$ cat config.mk
export PLATFORM = sky130hd
export DESIGN_NAME = exu_control
export DESIGN_NICKNAME = d
export VERILOG_FILES = /design/src/logic/exu_op_pkg.sv /design/src/logic/exu_control.sv
export SDC_FILE = /design/constraint.sdc
export NUM_CORES = 1
export LEC_CHECK = 0
export ABC_CLOCK_PERIOD_IN_PS = 3510
export BUFFER_PORTS_ARGS = -buffer_cell sky130_fd_sc_hd__clkbuf_2
export CORE_AREA = 2 2 39 41
export DETAILED_ROUTE_END_ITERATION = 6
export DIE_AREA = 0 0 41 43
export PLACE_DENSITY_LB_ADDON = 0.15
export SLEW_MARGIN = 20
export SYNTH_ARGS = -nofsm -noshare
export SYNTH_HDL_FRONTEND = slang
export SYNTH_SLANG_ARGS = --single-unit
$ cat constraint.sdc
create_clock -name clk -period 3.51 [get_ports clk]
set_clock_uncertainty 0.05 [all_clocks]
set_input_delay 0.702 -clock clk [delete_from_list [all_inputs] [get_ports clk]]
set_output_delay 0.702 -clock clk [all_outputs]
set_load 0.01 [all_outputs]
$ cat src/logic/exu_op_pkg.sv
package exu_op_pkg;

  typedef enum logic [3:0] {
    op_add = 4'd0,
    op_sub = 4'd1,
    op_adc = 4'd2,
    op_and = 4'd3,
    op_or  = 4'd4,
    op_xor = 4'd5,
    op_shl = 4'd6,
    op_shr = 4'd7,
    op_sar = 4'd8,
    op_mul = 4'd9
  } op_t;

  typedef enum logic [2:0] {
    fn_add = 3'd0,
    fn_sub = 3'd1,
    fn_adc = 3'd2,
    fn_and = 3'd3,
    fn_or  = 3'd4,
    fn_xor = 3'd5
  } alu_fn_t;

  typedef enum logic [1:0] {
    sh_left  = 2'd0,
    sh_right = 2'd1,
    sh_arith = 2'd2 // Right shift with sign fill
  } shift_fn_t;

  function automatic logic is_alu_op(op_t op);
    return op inside {op_add, op_sub, op_adc, op_and, op_or, op_xor};
  endfunction

  function automatic logic is_shift_op(op_t op);
    return op inside {op_shl, op_shr, op_sar};
  endfunction

  function automatic alu_fn_t alu_fn_of(op_t op);
    case (op)
      op_sub:  return fn_sub;
      op_adc:  return fn_adc;
      op_and:  return fn_and;
      op_or:   return fn_or;
      op_xor:  return fn_xor;
      default: return fn_add;
    endcase
  endfunction

  function automatic shift_fn_t shift_fn_of(op_t op);
    case (op)
      op_shr:  return sh_right;
      op_sar:  return sh_arith;
      default: return sh_left;
    endcase
  endfunction

endpackage

$ cat src/logic/exu_control.sv
module exu_control import exu_op_pkg::*; (
  input  logic      clk,
  input  logic      arst_n,
  input  logic      flush,
  input  logic      lane0_valid,
  input  op_t       lane0_op,
  input  logic      lane1_valid,
  input  op_t       lane1_op,
  output alu_fn_t   lane0_fn,
  output alu_fn_t   lane1_fn,
  output shift_fn_t lane1_shift_fn,
  output logic      lane1_use_shift,
  output logic      lane0_load,
  output logic      lane1_load,
  output logic      mul_start,
  output logic      lane0_res_valid,
  output logic      lane1_res_valid
);

  logic lane0_v_q;
  logic lane1_v_q;
  op_t  lane0_op_q;
  op_t  lane1_op_q;
  logic lane0_legal;
  logic lane1_legal;

  // Issue register, sampled on the same edge as the operand bypasses
  always_ff @(posedge clk or negedge arst_n) begin
    if (!arst_n) begin
      lane0_v_q  <= 1'b0;
      lane1_v_q  <= 1'b0;
      lane0_op_q <= op_add;
      lane1_op_q <= op_add;
    end else begin
      lane0_v_q  <= lane0_valid & ~flush; // Issue on a flush edge is dropped
      lane1_v_q  <= lane1_valid & ~flush;
      lane0_op_q <= lane0_op;
      lane1_op_q <= lane1_op;
    end
  end

  assign lane0_legal = is_alu_op(lane0_op_q);
  assign lane1_legal = is_alu_op(lane1_op_q) | is_shift_op(lane1_op_q);

  assign lane0_fn        = alu_fn_of(lane0_op_q);
  assign lane1_fn        = alu_fn_of(lane1_op_q);
  assign lane1_shift_fn  = shift_fn_of(lane1_op_q);
  assign lane1_use_shift = is_shift_op(lane1_op_q);

  // A flush in the execute cycle still stops the write to the bus
  assign lane0_load = lane0_v_q & lane0_legal & ~flush;
  assign lane1_load = lane1_v_q & lane1_legal & ~flush;
  assign mul_start  = lane1_v_q & (lane1_op_q == op_mul) & ~flush;

  always_ff @(posedge clk or negedge arst_n) begin
    if (!arst_n) begin
      lane0_res_valid <= 1'b0;
      lane1_res_valid <= 1'b0;
    end else begin
      lane0_res_valid <= lane0_load;
      lane1_res_valid <= lane1_load;
    end
  end

  a_lane0_legal: assert property (
    @(posedge clk) disable iff (!arst_n)
    lane0_valid && !flush |=> lane0_load || flush
  ) else $error("exu_control: lane 0 was issued a shift or multiply");

endmodule

==> impl_metrics.yaml <==
clock_tree:
  post_cts_resized: 0
  clk_pin_slew_ns: 0.07
  numClockSinks: 12
  post-cts-setup-buffers: 0
  cts-buffers-inserted: 3
  ctsHoldBuffers: 0
  cts_buffer_depth: 2
  ctsHtreeMaxLevel: 1
  clkLatencyLatePin_ns: 0.26
  cts_tree: "done"
  clockRootBuffer: "clkbuf_4"
worst_setup_path:
  worst_setup_path_end_kind: "primary output"
  crit_path_start_kind: "flip-flop"
  required_ns: 2.76
  crit_fanout: 8
  cp.arrival_ns: 1.41
  crit_type: "flip-flop to primary output"
  reg2reg_slack_ns: 2.38
grt:
  antenna_found_initial: 0
  grt_pass1_wl_um: 1179
  grt_pass1_vias: 314
  grt_max_degree: 13
  grt_usage: 0.1066
  grt_remaining_overflow: 0
sta:
  max_freq_ghz: 0.4615
  rsz0062_at_grt: "false"
  relSlewSlack: 0.8163
  maxSlewViolCount: 0
  min_period_ns: 2.167
  fin_tns_setup_ns: 0
  fin_crit_sh: 0.6173
  setup_violations: 0
  hold_viol: 0
  tightest_slew_ns: 0.2756
die:
  die_h_um: 43
  dieArea_um2: 1763
  std_cell_rows: 14
  pin_count: 27
  start_util: 0.3219
  core-area_um2: 1384
  fp.dieW_um: 41
logic_synthesis:
  ys.warnings.count: 0
  muxShareOfSynthArea: 0
  syn_inst: 31
  yosys.area_share.simple: 0.2669
  yosysSeqAreaShare: 0.6742
  synth.avg_cell_area_um2: 14.37
  yosys.area.top_type: "dfrtp_1"
  ys_types: 16
  synth_top_family_by_area: "simple AND/OR/NAND/NOR gates"
  synthesis.area_um2: 445.4
  synth_compound_area_frac: 0.05056
  yosysTopAreaCellShare: 0.6742
  synth.net_count: 44
  yosys_register_bits: 12
  yosys-top-cells-area: "dfrtp_1, nor3b_1, nor4b_2"
  synth-adder-area-share: 0
  synthXorXnorAreaFrac: 0
place:
  dp_hpwl_um: 640.6
  place_congestion: 0.5900
  io_buffers: 26
power:
  finalPower_mw: 0.2790
  p_leak_nw: 0.3298
  powerDensity_nw_per_um2: 441.5
  ir_worst_vdd_mv: 0.2674
job:
  maxCapViolations: 0
final_layout:
  synthToLayoutAreaGrowth_pct: 41.85
  drive_above_1_share: 0.5410
  mostFrequentLayoutCells: "clkbuf_2, dfrtp_1, nor3b_1, clkbuf_4, nor2b_1"
  antennaDiodeCount: 0
  fin_nets: 75
  final_common_cell: "clkbuf_2"
detailed_routing:
  vias: 346
  viasPerCell: 4.494
  drc: 0
  dr.pass1.iters: 4
  ant_nets: 0
  drt_iter0_drc: 1
  wl_per_cell_um: 9.987
  drt_wl_total_um: 769
min_path:
  hp-class: "input port to async pin"
status:
  status: "complete, no violations"
-- registers in the layout, summed over array words and instances, names as in the netlist --
name / flops
lane0_op_q: 4
lane1_op_q: 4
lane0_res_valid: 1
lane0_v_q: 1
lane1_res_valid: 1
lane1_v_q: 1
-- critical path, stage by stage (launching register included) --
cell      delay (ns)
dfrtp_1         0.46
o31a_1          0.33
nor3b_2         0.20
clkbuf_2        0.17
-- cells by family (layout without fill, tap and decap cells) --
kind of cell    Yosys count  after routing
simple gates             15             15
flops                    12             12
compound gates            3              3
buf+inv                   1             31
-- layout make-up --
class	instances	area, um^2
Timing Repair Buffer	26	130.1
Tap cell	16	20.02
Sequential cell	12	300.3
Clock buffer	4	36.28
Inverter	1	3.754
Fill cell	136	752.0
Multi-Input combinational cell	18	141.4
-- path summary, 6_finish.rpt --
path / from / to / depth (start not counted)
max in group asynchronous: arst_n / lane1_op_q[1] / 1
min in group clk: lane0_v_q / lane0_res_valid / 1
max reg2reg: lane1_op_q[2] / lane1_res_valid / 2
min: arst_n / lane0_op_q[0] / 1
min reg2reg: lane0_v_q / lane0_res_valid / 1
max: lane1_op_q[2] / lane1_load / 3
-- routing by layer --
metal  global-route usage  vias to the layer above  routed length, um
li1                     -                      174                  -
met1               0.1237                      161                343
met2               0.1469                       11                378
met3              0.04712                        0                 48
met4              0.08000                        0                  0
met5                    0                        -                  0
-- cell usage after synthesis (all sizes together) --
master / number
nor4b: 1
nor4: 1
nand2: 1
a21oi: 1
nor3b: 5
and3: 1
dfrtp: 12
nand3b: 1
o31a: 1
and3b: 1
a31o: 1
nor2b: 2
and4: 1
inv: 1
and2: 1
-- metrics by stage --
step | hold WS, ns | util | worst slack, ns | area [um^2] | std cells
2_1_floorplan | 0.3564 | - | 1.567 | 445.4 | 31
3_3_place_gp | 0.4574 | 0.4304 | 1.386 | 595.6 | 73
3_5_place_dp | 0.4609 | 0.4304 | 1.385 | 595.6 | 73
4_1_cts | 0.2502 | 0.4566 | 1.335 | 631.9 | 77
5_1_grt | 0.2521 | 0.4566 | 1.281 | 631.9 | 77
6_report | 0.2520 | 0.4566 | 1.343 | 631.9 | 77
-- report_power, final --
group          internal, mW  switching (mW)  total (mW)
sequential            0.145         0.00581       0.150
combinational        0.0135          0.0120      0.0255
clock                0.0629          0.0401       0.103
Power figures use the tool's default switching activity.
