**src/logic/exu_cfg_pkg.sv**
```systemverilog
package exu_cfg_pkg;

  // Condition codes produced by every unit and forwarded like data
  typedef struct packed {
    logic carry; // Carry out, or no-borrow on subtract
    logic zero;
    logic sign;
    logic ovf; // Signed overflow
  } flags_t;

  // Where an operand is taken from at the issue edge
  typedef enum logic [1:0] {
    src_port  = 2'd0,
    src_lane0 = 2'd1,
    src_lane1 = 2'd2,
    src_mul   = 2'd3
  } byp_src_t;

endpackage

```
**src/logic/exu_op_pkg.sv**
```systemverilog
package exu_op_pkg;

  typedef enum logic [3:0] {
    op_add = 4'd0,
    op_sub = 4'd1,
    op_adc = 4'd2,
    op_and = 4'd3,
    op_or  = 4'd4,
    op_xor = 4'd5,
    op_shl = 4'd6,
    op_shr = 4'd7,
    op_sar = 4'd8,
    op_mul = 4'd9
  } op_t;

  typedef enum logic [2:0] {
    fn_add = 3'd0,
    fn_sub = 3'd1,
    fn_adc = 3'd2,
    fn_and = 3'd3,
    fn_or  = 3'd4,
    fn_xor = 3'd5
  } alu_fn_t;

  typedef enum logic [1:0] {
    sh_left  = 2'd0,
    sh_right = 2'd1,
    sh_arith = 2'd2 // Right shift with sign fill
  } shift_fn_t;

  function automatic logic is_alu_op(op_t op);
    return op inside {op_add, op_sub, op_adc, op_and, op_or, op_xor};
  endfunction

  function automatic logic is_shift_op(op_t op);
    return op inside {op_shl, op_shr, op_sar};
  endfunction

  function automatic alu_fn_t alu_fn_of(op_t op);
    case (op)
      op_sub:  return fn_sub;
      op_adc:  return fn_adc;
      op_and:  return fn_and;
      op_or:   return fn_or;
      op_xor:  return fn_xor;
      default: return fn_add;
    endcase
  endfunction

  function automatic shift_fn_t shift_fn_of(op_t op);
    case (op)
      op_shr:  return sh_right;
      op_sar:  return sh_arith;
      default: return sh_left;
    endcase
  endfunction

endpackage

```
**src/logic/barrel_shifter.sv**
```systemverilog
module barrel_shifter import exu_cfg_pkg::*; import exu_op_pkg::*; #(
  parameter int data_w = 64
) (
  input  shift_fn_t                   kind,
  input  logic [data_w-1:0]           value,
  input  logic [$clog2(data_w)-1:0]   amount,
  output logic [data_w-1:0]           res,
  output flags_t                      flags
);

  localparam int sh_w = $clog2(data_w);

  logic [data_w-1:0] stage [sh_w+1];
  logic [data_w-1:0] rev_in;
  logic [data_w-1:0] rev_out;
  logic              fill;

  // A left shift is a right shift of the bit-reversed value
  always_comb begin
    for (int i = 0; i < data_w; i++) begin
      rev_in[i]  = value[data_w-1-i];
      rev_out[i] = stage[sh_w][data_w-1-i];
    end
  end

  assign fill     = (kind == sh_arith) & value[data_w-1];
  assign stage[0] = (kind == sh_left) ? rev_in : value;

  for (genvar i = 0; i < sh_w; i++) begin : g_stage
    assign stage[i+1] = amount[i] ?
      {{(2**i){fill}}, stage[i][data_w-1:2**i]} : stage[i]; // Stage i moves by 2**i
  end

  assign res = (kind == sh_left) ? rev_out : stage[sh_w];

  assign flags.carry = 1'b0;
  assign flags.zero  = ~|res;
  assign flags.sign  = res[data_w-1];
  assign flags.ovf   = 1'b0;

endmodule

```
**src/logic/int_alu.sv**
```systemverilog
module int_alu import exu_cfg_pkg::*; import exu_op_pkg::*; #(
  parameter int data_w    = 64,
  parameter bit has_shift = 1'b0
) (
  input  logic              clk,
  input  logic              arst_n,
  input  logic              load,
  input  alu_fn_t           fn,
  input  shift_fn_t         shift_fn,
  input  logic              use_shift,
  input  logic [data_w-1:0] a,
  input  logic [data_w-1:0] b,
  input  flags_t            flags_in,
  output logic [data_w-1:0] res,
  output flags_t            flags
);

  localparam int sh_w = $clog2(data_w);

  logic [data_w-1:0] b_eff;
  logic [data_w-1:0] sum;
  logic              carry_out;
  logic              cin;
  logic [data_w-1:0] sh_res;
  flags_t            sh_flags;
  logic [data_w-1:0] nxt_res;
  flags_t            nxt_flags;

  if (has_shift) begin : g_shift
    barrel_shifter #(.data_w(data_w)) u_shifter (
      .kind   (shift_fn),
      .value  (a),
      .amount (b[sh_w-1:0]),
      .res    (sh_res),
      .flags  (sh_flags)
    );
  end else begin : g_no_shift
    assign sh_res   = '0;
    assign sh_flags = '0;
  end

  // Subtract is a + ~b + 1, so carry set means no borrow
  assign b_eff = (fn == fn_sub) ? ~b : b;
  assign cin   = (fn == fn_sub) | ((fn == fn_adc) & flags_in.carry);
  assign {carry_out, sum} = {1'b0, a} + {1'b0, b_eff} + {{data_w{1'b0}}, cin};

  always_comb begin
    nxt_flags = '0;
    case (fn)
      fn_and:  nxt_res = a & b;
      fn_or:   nxt_res = a | b;
      fn_xor:  nxt_res = a ^ b;
      default: begin
        nxt_res         = sum;
        nxt_flags.carry = carry_out;
        nxt_flags.ovf   = (a[data_w-1] == b_eff[data_w-1]) & (sum[data_w-1] != a[data_w-1]);
      end
    endcase
    nxt_flags.zero = ~|nxt_res;
    nxt_flags.sign = nxt_res[data_w-1];
    if (use_shift) begin
      nxt_res   = sh_res;
      nxt_flags = sh_flags;
    end
  end

  always_ff @(posedge clk or negedge arst_n) begin
    if (!arst_n) begin
      res   <= '0;
      flags <= '0;
    end else if (load) begin
      res   <= nxt_res;
      flags <= nxt_flags;
    end
  end

  a_shift_present: assert property (
    @(posedge clk) disable iff (!arst_n)
    load && use_shift |-> has_shift
  ) else $error("int_alu: shift requested on a lane without a shifter");

endmodule

```
**config.mk**
```make
export PLATFORM = sky130hd
export DESIGN_NAME = int_alu
export DESIGN_NICKNAME = d
export VERILOG_FILES = /design/src/logic/exu_cfg_pkg.sv /design/src/logic/exu_op_pkg.sv /design/src/logic/barrel_shifter.sv /design/src/logic/int_alu.sv
export SDC_FILE = /design/constraint.sdc
export NUM_CORES = 1
export LEC_CHECK = 0
export CAP_MARGIN = 20
export CORE_ASPECT_RATIO = 1.25
export CORE_MARGIN = 2
export CORE_UTILIZATION = 25
export DETAILED_ROUTE_END_ITERATION = 6
export DONT_BUFFER_PORTS = 1
export PLACE_DENSITY = 0.47
export SYNTH_ARGS = -nofsm -noshare
export SYNTH_HDL_FRONTEND = slang
export SYNTH_SLANG_ARGS = --single-unit
```
**constraint.sdc**
```tcl
create_clock -name clk -period 0.8 [get_ports clk]
set_input_delay 0.12 -clock clk [delete_from_list [all_inputs] [get_ports clk]]
set_output_delay 0.12 -clock clk [all_outputs]
set_load 0.02 [all_outputs]
```
==> tab_implementation.tex <==
\begin{tabular}{lr}
\hline
Metric & Value \\
\hline
\multicolumn{2}{l}{\textbf{Place}} \\
\quad Global placer's final weighted congestion & roughly 0.95 \\
\quad Number of port buffers & 0 \\
\quad Placed wire-length estimate after detailed placement & 44600 um \\
\multicolumn{2}{l}{\textbf{Synth}} \\
\quad Synth async-reset ratio & 100\% \\
\quad Number of synthesized flops with an enable pin & 0 \\
\quad YS warnings & 0 \\
\quad Yosys top cell area share & between 20\% and 30\% \\
\quad Dominant cell by count in the synthesized netlist & ha\_1 \\
\quad Post-synthesis sequential area ratio & between 10\% and 20\% \\
\quad Cell area after synthesis & 11600 um\^{}2 \\
\quad Biggest area contributors in the synthesized netlist & ha\_1 21\%, dfrtp\_1 14\%, xnor2\_1 6.6\% \\
\quad Post-synthesis cell type count & 94 \\
\quad Register bit total from synthesis & 67 \\
\quad Ys flop type & dfrtp\_1 \\
\quad Syn\_area\_per\_cell & 7.61 um\^{}2 \\
\quad Most frequent cells after synthesis & 191 x ha\_1, 168 x inv\_1, 138 x a21oi\_1 \\
\quad Count of mapped cells out of synthesis & 1529 \\
\quad Cell type with the highest aggregate area in the netlist & ha\_1 \\
\quad Net count of the mapped netlist & $\sim$1.9k \\
\multicolumn{2}{l}{\textbf{Run status}} \\
\quad Outcome & finished, violations left \\
\quad Violated checks & negative hold slack, negative setup slack \\
\multicolumn{2}{l}{\textbf{STA}} \\
\quad Max-slew headroom at the worst pin & 42.0\% \\
\quad Final Max Slew Viols & 0 \\
\quad Max Fclk & 268 MHz \\
\quad Setup repair after global routing missed its margin & true \\
\quad Hold Vio Cnt, Final & 67 \\
\quad Final period utilization & 466\% \\
\quad Clock skew & 0 ps \\
\quad Slew at the pin closest to its max-slew limit & 870 ps \\
\quad Final setup violation count & 135 \\
\quad Post-Route Hold Slack & -540 ps \\
\quad Fin worst setup slack & -2930 ps \\
\quad Shortest clock period the worst path allows after layout & 3730 ps \\
\multicolumn{2}{l}{\textbf{Critical path}} \\
\quad Startpoint Class & primary input \\
\quad CP cell instances & nand2b\_4, nor2\_4, buf\_12, xnor2\_4, fa\_2, fa\_2, a21o\_4, a221oi\_4, o21ai\_4, a2bb2oi\_4, a22oi\_2, buf\_6, a31oi\_4, xor2\_2, o221ai\_4, nor4\_4, buf\_4, nand4\_1, o31ai\_1 \\
\quad Most used cell along the critical path & fa\_2 \\
\quad Worst endpoint required time & 1040 ps \\
\quad Worst R2R Path Depth & 1 \\
\quad Cell depth of the worst setup path & 19 \\
\quad Sum of buffers and inverters on the critical path & 3 \\
\quad Maximum single-stage delay on the critical path & 380 ps \\
\quad Critical path's slowest cell & fa\_2 \\
\quad Worst setup path class & primary input to flip-flop \\
\quad Largest delay share family, worst path & compound AO/OA/AOI/OAI gates \\
\quad Peak fanout along the critical path & 6 \\
\quad Kind of capture point of the worst setup path & flip-flop \\
\quad Endpoint arrival time on the critical path & 3970 ps \\
\multicolumn{2}{l}{\textbf{Clocking}} \\
\quad TritonCTS buffer count & 9 \\
\quad Clock tree from TritonCTS & done \\
\quad Clock latency on the worst-skew pair & 350 ps \\
\quad CTS H-Tree Depth & 3 \\
\quad Clock sinks & 67 \\
\quad Clock transition at the register clock pins on the worst setup and hold paths after CTS & 60 ps \\
\quad Clock Tree Buf Depth & 2 \\
\quad Root buffer cell & clkbuf\_16 \\
\quad Quantity of hold-fixing buffers added after cts & 1 \\
\multicolumn{2}{l}{\textbf{Floorplanning}} \\
\quad Standard-cell row count & 88 \\
\quad Width of the chip & 197 um \\
\quad Floorplan core area & 46000 um\^{}2 \\
\quad IO Count & 209 \\
\quad Effective utilization at floorplan & 25.3\% \\
\quad Area of the die & 48300 um\^{}2 \\
\quad Die Ht & 245 um \\
\multicolumn{2}{l}{\textbf{Global route}} \\
\quad GRT Residual Overflow & 0 \\
\quad Total global routing track utilization & $\sim$22\% \\
\quad Pin count of the biggest net entering global routing & 114 \\
\quad Via count of the first global-routing pass & approximately 14k \\
\quad Initial antenna violation count & 0 \\
\quad Global-route wire length before repair & 83400 um \\
\multicolumn{2}{l}{\textbf{Power}} \\
\quad PD cells & 1450 nW/um\^{}2 \\
\quad Total power consumption of the routed design & $\sim$28000 uW \\
\quad P\_leak & around 0.009 uW \\
\quad Max rail drop VDD & roughly 1.3 mV \\
\multicolumn{2}{l}{\textbf{Worst hold path}} \\
\quad Type of the tightest min-delay check & primary input to async pin \\
\multicolumn{2}{l}{\textbf{Detailed routing}} \\
\quad Routed wire length per instance & 21.1 um \\
\quad DR pass1 iterations & 5 \\
\quad Remaining antenna violation count & 0 \\
\quad Number of design-rule violations left by the first detailed-router iteration & 672 \\
\quad Via count & 13.5k \\
\quad Final WL & about 56000 um \\
\quad Average vias per placed instance & 5.13 \\
\quad Number of remaining DRC errors & 0 \\
\multicolumn{2}{l}{\textbf{Final layout}} \\
\quad Proportion of layout cells with a drive suffix above 1 & 44.0\% \\
\quad \# diodes & 0 \\
\quad Layout overhead on the synthesized area & 65.2\% \\
\quad Count of nets after finishing & about 2.4k \\
\multicolumn{2}{l}{\textbf{Job}} \\
\quad Count of maximum capacitance violations & 0 \\
\hline
\end{tabular}
[flip-flops by register name, summed over array words and instances (netlist names)]
register,flops
flags,3
res,64
[logic make-up (layout without fill, tap and decap cells)]
| family | after synthesis | count (layout) | synth area share, % |
|---|---|---|---|
| buffers and inverters | 269 | 794 | 9.81 |
| adder cells (fa/ha/maj) | 193 | 193 | 20.9 |
| multiplexers | 28 | 28 | 2.41 |
| AO/OA/AOI/OAI | 468 | 468 | 28.1 |
| AND/OR/NAND/NOR | 406 | 406 | 17.0 |
| XOR/XNOR | 98 | 98 | 7.38 |
| flip-flops | 67 | 67 | 14.4 |
[worst paths after layout]
check                        start        to  slack, ps
setup / recovery             fn[1]  flags[2]      -2930
hold / removal              arst_n   res[49]       -540
setup reg to reg           res[37]   res[37]         10
hold reg to reg            res[38]   res[38]        510
max in group asynchronous   arst_n   res[45]       1200
min in group clk             a[63]  flags[0]          0
[cell type report]
cell class / instances / area, um^2
well taps: 585 / 732
inverters: 169 / 634
repair buffers: 610 / 5250
clock buffers: 10 / 239
clock inverters: 5 / 53.8
fillers: 4652 / 26800
multi-input cells: 1193 / 10600
flip-flops and latches: 67 / 1680
[where the power goes]
part	total, uW	internal [uW]	switching (uW)
sequential	4380	3890	487
clock	4160	2470	1690
combinational	19300	9830	9460
[cells in the final DEF (no fill, tap or decap), drive strengths merged, types with 8 or more instances in the layout]
cell / netlist / layout
a21oi: 144 / 144
buf: 44 / 609
and4: 10 / 10
a21o: 20 / 20
and3: 18 / 18
xnor2: 88 / 88
o21ai: 75 / 75
xor2: 10 / 10
inv: 169 / 169
o2bb2ai: 40 / 40
o22ai: 8 / 8
ha: 191 / 191
o21a: 10 / 10
o211ai: 12 / 12
nand3: 23 / 23
nand2: 136 / 136
a211oi: 11 / 11
dfrtp: 67 / 67
clkbuf: 56 / 10
nor4: 12 / 12
mux2i: 28 / 28
a22oi: 12 / 12
o221ai: 20 / 20
o21bai: 13 / 13
a22o: 18 / 18
nor2: 108 / 108
or3: 14 / 14
a31oi: 8 / 8
a221oi: 17 / 17
nand4: 36 / 36
nor3: 19 / 19
[metrics by stage]
| step | cells | worst slack [ps] | setup TNS (ps) | utilization [%] | instance area [um^2] |
|---|---|---|---|---|---|
| detailed placement | 2561 | -3690 | -171230 | 35.2 | 16200 |
| global route | 2639 | -3060 | -159800 | 41.8 | 19200 |
| CTS | 2607 | -2880 | -149540 | 38.6 | 17800 |
| global placement | 2561 | -3740 | -170230 | 35.2 | 16200 |
| floorplan | 1529 | -3540 | -178980 | - | 11800 |
| finish | 2639 | -2930 | -150900 | 41.8 | 19200 |
[layer usage]
layer	GRT usage, %	up-vias	part of all wire, %
met1	25.6	6586	39
met5	0	-	0
met3	3.72	101	5.1
li1	-	6524	-
met2	42.6	333	52
met4	6.48	0	3.7
[repair_timing]
action                                  CTS  global route
endpoints found under the hold margin    73            67
cloned                                    1             0
pin swaps                                46            90
buffers inserted                         32            49
gates resized for setup                 214           231
endpoints found under the setup margin  135           135
(Power assumes the default switching activity.)
