===== config.mk =====
export PLATFORM = sky130hd
export DESIGN_NAME = operand_bypass
export DESIGN_NICKNAME = d
export VERILOG_FILES = /design/src/logic/exu_cfg_pkg.sv /design/src/logic/operand_bypass.sv
export SDC_FILE = /design/constraint.sdc
export NUM_CORES = 1
export LEC_CHECK = 0
export BUFFER_PORTS_ARGS = -buffer_cell sky130_fd_sc_hd__buf_2
export CORE_MARGIN = 3
export CORE_UTILIZATION = 30
export CTS_BUF_LIST = sky130_fd_sc_hd__clkbuf_8
export CTS_CLUSTER_SIZE = 24
export DETAILED_ROUTE_END_ITERATION = 8
export HOLD_SLACK_MARGIN = 0.02
export SLEW_MARGIN = 10
export SYNTH_ARGS = -nofsm -noshare
export SYNTH_HDL_FRONTEND = slang
export SYNTH_SLANG_ARGS = --single-unit

===== constraint.sdc =====
create_clock -name clk -period 0.8 [get_ports clk]
set_input_delay 0.12 -clock clk [delete_from_list [all_inputs] [get_ports clk]]
set_output_delay 0.12 -clock clk [all_outputs]
set_load 0.005 [all_outputs]

===== src/logic/exu_cfg_pkg.sv =====
package exu_cfg_pkg;

  // Condition codes produced by every unit and forwarded like data
  typedef struct packed {
    logic carry; // Carry out, or no-borrow on subtract
    logic zero;
    logic sign;
    logic ovf; // Signed overflow
  } flags_t;

  // Where an operand is taken from at the issue edge
  typedef enum logic [1:0] {
    src_port  = 2'd0,
    src_lane0 = 2'd1,
    src_lane1 = 2'd2,
    src_mul   = 2'd3
  } byp_src_t;

endpackage


===== src/logic/operand_bypass.sv =====
module operand_bypass import exu_cfg_pkg::*; #(
  parameter type payload_t = logic [63:0]
) (
  input  logic     clk,
  input  logic     arst_n,
  input  logic     capture,
  input  byp_src_t src,
  input  payload_t port_val,
  input  payload_t lane0_val,
  input  payload_t lane1_val,
  input  payload_t mul_val,
  output payload_t operand
);

  // The buses are the output registers of the units, so whatever they
  // hold at the issue edge is the value the operation sees
  always_ff @(posedge clk or negedge arst_n) begin
    if (!arst_n) begin
      operand <= '0;
    end else if (capture) begin
      case (src)
        src_lane0: operand <= lane0_val;
        src_lane1: operand <= lane1_val;
        src_mul:   operand <= mul_val;
        default:   operand <= port_val;
      endcase
    end
  end

  a_src_known: assert property (
    @(posedge clk) disable iff (!arst_n)
    capture |-> !$isunknown(src)
  ) else $error("operand_bypass: forwarding source unknown at capture");

endmodule


==> summary.md, run 1 <==
| Metric | Value |
|---|---|
| Sw frac | 28.51% |
| Number of warning messages in the yosys log | 0 |
| Port Buffer Count | 324 |
| Clock skew after layout | 0 ns |
| Number of cells produced by synthesis | 356 |
| Wire length of the first global-routing pass | 22460 µm |
| Share of synthesized cell area in full adder, half adder and majority cells | 0% |
| RSZ-0062 raised after global routing | true |
| Max transition margin | 82.99% |
| Synthesized area | 4340 µm² |
| Syn Nets | 617 |
| Number of buffers created by CTS | 9 |
| Worst skew pair latency | 0.35 ns |
| Placed wire-length estimate after detailed placement | 11040 µm |
| Total area of multi-input combinational cells | 2591 µm² |
| # H-tree levels | 3 |
| Avg Synthesized Cell Area | 12.19 µm² |
| Pin count of the biggest net entering global routing | 65 |
| Signal arrival time at the worst endpoint | 0.89 ns |
| GPL Wtd Cong | 0.8288 |
| Leading cell type in the layout, fill and taps excluded | sky130_fd_sc_hd__buf_2 |
| Critical path depth in cells | 1 |
| Detailed router's first-iteration violation count | 142 |
| Number of cells on the worst reg-to-reg path | 4 |
| Largest regs | operand (64) |
| Xor and xnor fraction of the mapped netlist area | 0% |
| Critical-path top delay cell | sky130_fd_sc_hd__dfrtp_1 |
| PnR worst setup slack | -0.2105 ns |
| CTS tree | built |
| GR Util All Layers | 17.68% |
| Total via count in the routed design | 4366 |
| Internal Dissipation | 7.262 mW |
| Height of the die | 126.3 µm |
| Register bit count reported by yosys | 64 |
| Logic pwr share | 32.0% |
| Overall Power | 10.16 mW |
| Element type at the critical path start | register |
| Clock root cell | sky130_fd_sc_hd__clkbuf_8 |
| Compound-gate portion of the synthesized area | 15.80% |
| Count of pins over their slew limit | 0 |
| Iteration count of the initial detailed-routing pass | 4 |
| Floorplan die width | 126.3 µm |
| Clock share of power | 29.9% |
| Power density of the placed cells | 1482 nW/µm² |
| Req. time, crit path | 0.68 ns |
| Via/cell ratio | 4.857 |
| Final-stage net count | 974 |
| Clock transition at the register clock pins on the worst setup and hold paths after CTS | 0.07 ns |
| Die ar. | 15950 µm² |
| Seq/Total Area, Yosys | 36.90% |
| CP top delay family | flip-flops |
| Via count of the first global-routing pass | 4603 |
| Max-cap violation count | 0 |
| Largest family of logic cells by synthesized area | multiplexers |
| Actual transition at the worst max-transition pin | 0.2481 ns |
| Number of I/O pins | 325 |
| Total number of placement rows | 43 |
| Maximum fanout count along the critical path | 2 |
| Seq. cell area | 1602 µm² |
| Clk buf depth | 2 |
| IR Drop Worst-Case VDD | 0.6996 mV |
| Detail Route Antenna Nets | 0 |
| Share of cell area taken by muxes after synthesis | 29.52% |
| Sink Count | 64 |
| Final hold viol count | 0 |
| Count of different cell masters after synthesis | 13 |
| Type of destination of the critical path | primary output |
| Core box area | 14040 µm² |
| Filler instances | 1314 |
| Leakage power figure | 3.688 nW |
| Number of cells traversed by the worst hold path | 3 |
| Relative area change from synthesis to final layout | 57.97% |
| Final setup violation count | 66 |
| Worst path buffer plus inverter count | 1 |
| Worst-path cell chain | buf_2 |
| Ratio of cells with drive above 1 in the final layout | 61.98% |
| Final routed DRC violation total | 0 |
| Total Wirelength | 14800 µm |
| Max FFs per register | 64 |
| Peak per-stage delay on the critical path | 0.39 ns |
| Status | complete, but fails checks |
| Initial core utilization | 30.91% |
| Post-layout minimum cycle time | 1.010 ns |
| Switching component of the power | 2.897 mW |
| Violated checks | negative setup slack |
| Sequential share of power | 38.1% |
| GRT Residual Overflow | 0 |
| Mean routed wirelength per cell | 16.46 µm |
| Hold WC Path Type | in -> reg |
| Antenna violations before repair | 2 |
| Commonest non-fill, non-tap cells in the layout | sky130_fd_sc_hd__buf_2 (323), sky130_fd_sc_hd__mux2i_1 (128), sky130_fd_sc_hd__dfrtp_1 (64) |
| Worst Setup Path Type | reg -> out |
| Final cycle utilization of the critical path | 126.3% |
| Post-synthesis simple-gate area fraction | 9.455% |
| Max Clk Rate | 989.6 MHz |
| Largest reg by FF count | operand |
| Total Negative Setup Slacks | -11.81 ns |
-- cell usage after synthesis --
master,n,share of area [%]
sky130_fd_sc_hd__dfrtp_1,64,37
sky130_fd_sc_hd__buf_12,11,5.1
sky130_fd_sc_hd__clkbuf_4,1,0.17
sky130_fd_sc_hd__buf_6,1,0.26
sky130_fd_sc_hd__buf_8,2,0.69
sky130_fd_sc_hd__nand2_1,1,0.086
sky130_fd_sc_hd__o221ai_2,20,6.9
sky130_fd_sc_hd__mux2i_1,128,30
sky130_fd_sc_hd__o221ai_1,44,8.9
sky130_fd_sc_hd__buf_4,2,0.35
sky130_fd_sc_hd__buf_2,11,1.3
sky130_fd_sc_hd__clkbuf_1,6,0.52
sky130_fd_sc_hd__nand2b_1,65,9.4
-- power by group through the flow --
stage | Clock [mW] | Sequential, mW | Combinational (mW)
6_report | 3.04 | 3.87 | 3.25
5_1_grt | 3.29 | 3.91 | 3.55
3_5_place_dp | 0 | 3.91 | 2.77
2_1_floorplan | 0 | 3.95 | 1.34
4_1_cts | 3.18 | 3.86 | 2.96
3_3_place_gp | 0 | 3.91 | 2.72
-- worst paths after layout --
kind,slack [ns],to,from
max,-0.21,operand[61],operand[61]
min,0.07,operand[61],lane0_val[61]
max reg2reg,-0.09,operand[54],operand[54]
min reg2reg,0.49,operand[29],operand[29]
max in group asynchronous,0.27,operand[29],arst_n
min in group asynchronous,0.32,operand[57],arst_n
-- final cells by class --
| type | instances | share of cell area [%] |
|---|---|---|
| multi-input cells | 258 | 37.79 |
| repair buffers | 380 | 32.35 |
| flip-flops and latches | 64 | 23.36 |
| well taps | 180 | 3.285 |
| clock buffers | 13 | 2.609 |
| clock inverters | 3 | 0.5657 |
| diodes | 1 | 0.03650 |
-- timing repair --
action | in CTS | in global routing
hold endpoints to repair | 64 | 0
endpoints found under the setup margin | 64 | 84
hold buffers | 1 | 0
pin swaps | 0 | 0
gates cloned | 0 | 1
setup buffers | 19 | 16
resized for setup | 2 | 36
-- layer usage --
| metal | vias up | part of all wire [%] | track usage (%) |
|---|---|---|---|
| li1 | 2088 | - | - |
| met1 | 2054 | 38 | 20.15 |
| met2 | 201 | 52 | 31.33 |
| met3 | 21 | 7.9 | 4.877 |
| met4 | 2 | 2.1 | 6.940 |
| met5 | - | 0.11 | 0 |
-- kinds of logic (layout without fill, tap and decap cells) --
kind of cell,Yosys count,count (layout)
muxes,128,128
and+or+nand+nor,66,66
buffers and inverters,34,396
DFF,64,64
other,0,1
AOI/OAI and AO/OA,64,64
-- metrics by stage --
stage,instance area [µm²],hold slack [ns],util [%],std cells,setup WS [ns]
finish,6857,0.07209,48.83,899,-0.2105
global route,6857,0.05744,48.83,899,-0.2657
CTS,6528,0.03844,46.48,887,-0.2421
detailed placement,6142,0.1355,43.74,851,-0.3351
global placement,6142,0.1363,43.74,851,-0.3082
floorplan,4385,-0.1756,-,356,-0.03939
Note: power is estimated with default switching activity, not from simulation.
==> run 2, diff against run 1 <==
clock period = 1.19 ns   (was 0.8 ns; I/O delays follow)
==> run 2 against run 1 <==
  * The run now ends clean
  * Clock-buffer cell count is 4 lower
  * Die area stayed put
  * Sequential power is 33% lower
  * Register-to-register slack better by 0.53 ns
  * Power is 39% lower
  * Final area is 7.8% lower
==> summary.md, run 2 (synthesis results as in run 1) <==
| Metric | Value |
|---|---|
| Clock skew after layout | 0 ns |
| Worst setup slack for register-to-register paths | 0.44 ns |
| CP top delay family | flip-flops |
| Type of destination of the critical path | primary output |
| Antenna violations before repair | 0 |
| Clock transition at the register clock pins on the worst setup and hold paths after CTS | 0.08 ns |
| Total via count in the routed design | 4238 |
| Commonest non-fill, non-tap cells in the layout | sky130_fd_sc_hd__buf_2 (323), sky130_fd_sc_hd__mux2i_1 (128), sky130_fd_sc_hd__nand2b_1 (64), sky130_fd_sc_hd__dfrtp_1 (64), sky130_fd_sc_hd__o221ai_1 (44) |
| Final cycle utilization of the critical path | 89.24% |
| Post-detailed-placement cell area | 6130 µm² |
| Post-CTS Resized | 0 |
| Worst-path cell chain | buf_2 |
| Maximum fanout count along the critical path | 2 |
| Final hold viol count | 0 |
| Power density of the placed cells | 978.7 nW/µm² |
| # H-tree levels | 3 |
| Actual transition at the worst max-transition pin | 0.3575 ns |
| GPL Wtd Cong | 0.8781 |
| Number of cells traversed by the worst hold path | 3 |
| CTS tree | built |
| Worst setup slack before clock tree synthesis | -0.09336 ns |
| Leading cell type in the layout, fill and taps excluded | sky130_fd_sc_hd__buf_2 |
| Worst Setup Path Type | reg -> out |
| Status | finished clean |
| Req. time, crit path | 1.01 ns |
| Sink Count | 64 |
| Number of cells on the worst reg-to-reg path | 2 |
| PnR worst setup slack | 0.1281 ns |
| Via/cell ratio | 4.888 |
| Die ar. | 15950 µm² |
| IR Drop Worst-Case VDD | 0.3732 mV |
| Max Clk Rate | 941.7 MHz |
| Via count of the first global-routing pass | 4565 |
| Number of buffers created by CTS | 9 |
| Worst skew pair latency | 0.33 ns |
| Leakage power figure | 3.391 nW |
| FF-to-FF End | operand[35] |
| Worst reg2reg startpoint | operand[35] |
| Floorplan die width | 126.3 µm |
| Summed area of non-filler cells in the final layout | 6320 µm² |
| Height of the die | 126.3 µm |
| Max FFs per register | 64 |
| Port Buffer Count | 324 |
| Final setup violation count | 0 |
| Count of pins over their slew limit | 0 |
| RSZ-0062 raised after global routing | false |
| Total Wirelength | 14010 µm |
| Clock root cell | sky130_fd_sc_hd__clkbuf_8 |
| Core box area | 14040 µm² |
| Wire length of the first global-routing pass | 21740 µm |
| Worst path buffer plus inverter count | 1 |
| Initial core utilization | 30.91% |
| Largest regs | operand (64) |
| Ratio of cells with drive above 1 in the final layout | 55.75% |
| GRT Residual Overflow | 0 |
| Relative area change from synthesis to final layout | 45.60% |
| GR Util All Layers | 16.81% |
| Detailed router's first-iteration violation count | 172 |
| Clk buf depth | 2 |
| Total number of placement rows | 43 |
| Signal arrival time at the worst endpoint | 0.88 ns |
| Detail Route Antenna Nets | 0 |
| Largest reg by FF count | operand |
| Post-layout minimum cycle time | 1.062 ns |
| Worst min-delay path endpoint | operand[51] |
| Number of I/O pins | 325 |
| Peak per-stage delay on the critical path | 0.41 ns |
| Iteration count of the initial detailed-routing pass | 4 |
| Startpoint of the lowest-slack hold path | lane0_val[51] |
| Pin count of the biggest net entering global routing | 65 |
| Critical-path top delay cell | sky130_fd_sc_hd__dfrtp_1 |
| Final core utilization | 45.01% |
| Placed wire-length estimate after detailed placement | 11120 µm |
| Max-cap violation count | 0 |
| Element type at the critical path start | register |
| Final-stage net count | 943 |
| Max transition margin | 76.17% |
| # diodes | 0 |
| Hold WC Path Type | in -> reg |
| Mean routed wirelength per cell | 16.16 µm |
| Filler instances | 1366 |
| Overall Power | 6.185 mW |
| Final routed DRC violation total | 0 |
==> run 2: cell types whose count changed in the layout (fill, tap and decap cells not counted), moves of 2 or more <==
| cell | before | now |
|---|---|---|
| sky130_fd_sc_hd__buf_4 | 38 | 15 |
| sky130_fd_sc_hd__buf_6 | 7 | 1 |
| sky130_fd_sc_hd__clkbuf_8 | 13 | 9 |
| sky130_fd_sc_hd__clkinv_2 | 1 | 3 |
| sky130_fd_sc_hd__inv_1 | 1 | 3 |
| sky130_fd_sc_hd__nand2b_1 | 46 | 64 |
| sky130_fd_sc_hd__nand2b_4 | 18 | 0 |
| sky130_fd_sc_hd__o221ai_1 | 33 | 44 |
| sky130_fd_sc_hd__o221ai_2 | 31 | 20 |
==> run 2: timing repair <==
action	4_1_cts	5_1_grt
buffers inserted	0	0
hold buffers	1	0
endpoints found under the hold margin	64	0
==> run 2: cell type report <==
type	instances	area, µm²	share of cell area [%]
well taps	180	225.2	3.564
repair buffers	349	1931	30.55
multi-input cells	258	2382	37.70
flip-flops and latches	64	1602	25.34
clock inverters	7	56.30	0.8909
clock buffers	9	123.9	1.960
==> run 2: report_power, final <==
group	leakage (nW)	total, mW	internal (mW)	switching (mW)
clock network	0.107	1.76	0.935	0.826
logic	2.50	1.83	1.00	0.823
registers	0.786	2.60	2.45	0.150
total	3.39	6.19	4.39	1.80
==> run 2: worst max path at each step <==
stage,startpoint,endpoint,slack (ns),cells after the start
after floorplan,capture,operand[49],0.21,4
after global placement,src[1],operand[2],-0.03,4
after detailed placement,src[1],operand[50],-0.09,5
after CTS,operand[63],operand[63],0.10,1
after global routing,operand[63],operand[63],0.09,1
final,operand[63],operand[63],0.13,1
==> run 2: worst min-delay path: stages <==
cell                       delay, ns
sky130_fd_sc_hd__buf_2          0.07
sky130_fd_sc_hd__mux2i_1        0.07
sky130_fd_sc_hd__o221ai_2       0.14
==> run 2: stage by stage <==
stage                     hold slack, ns  std cells  setup TNS, ns
final                             0.1601        867              0
after global routing              0.1450        867              0
after CTS                         0.1380        867              0
after detailed placement          0.2218        850        -0.2975
after global placement            0.2225        850       -0.08467
after floorplan                  -0.1171        356              0
==> run 2: layer usage <==
layer	global-route usage, %	wire (µm)	vias up
li1	-	-	2020
met1	19.24	5342	2000
met2	31.21	7377	209
met3	4.156	1149	9
met4	4.227	140	0
met5	0	0	-
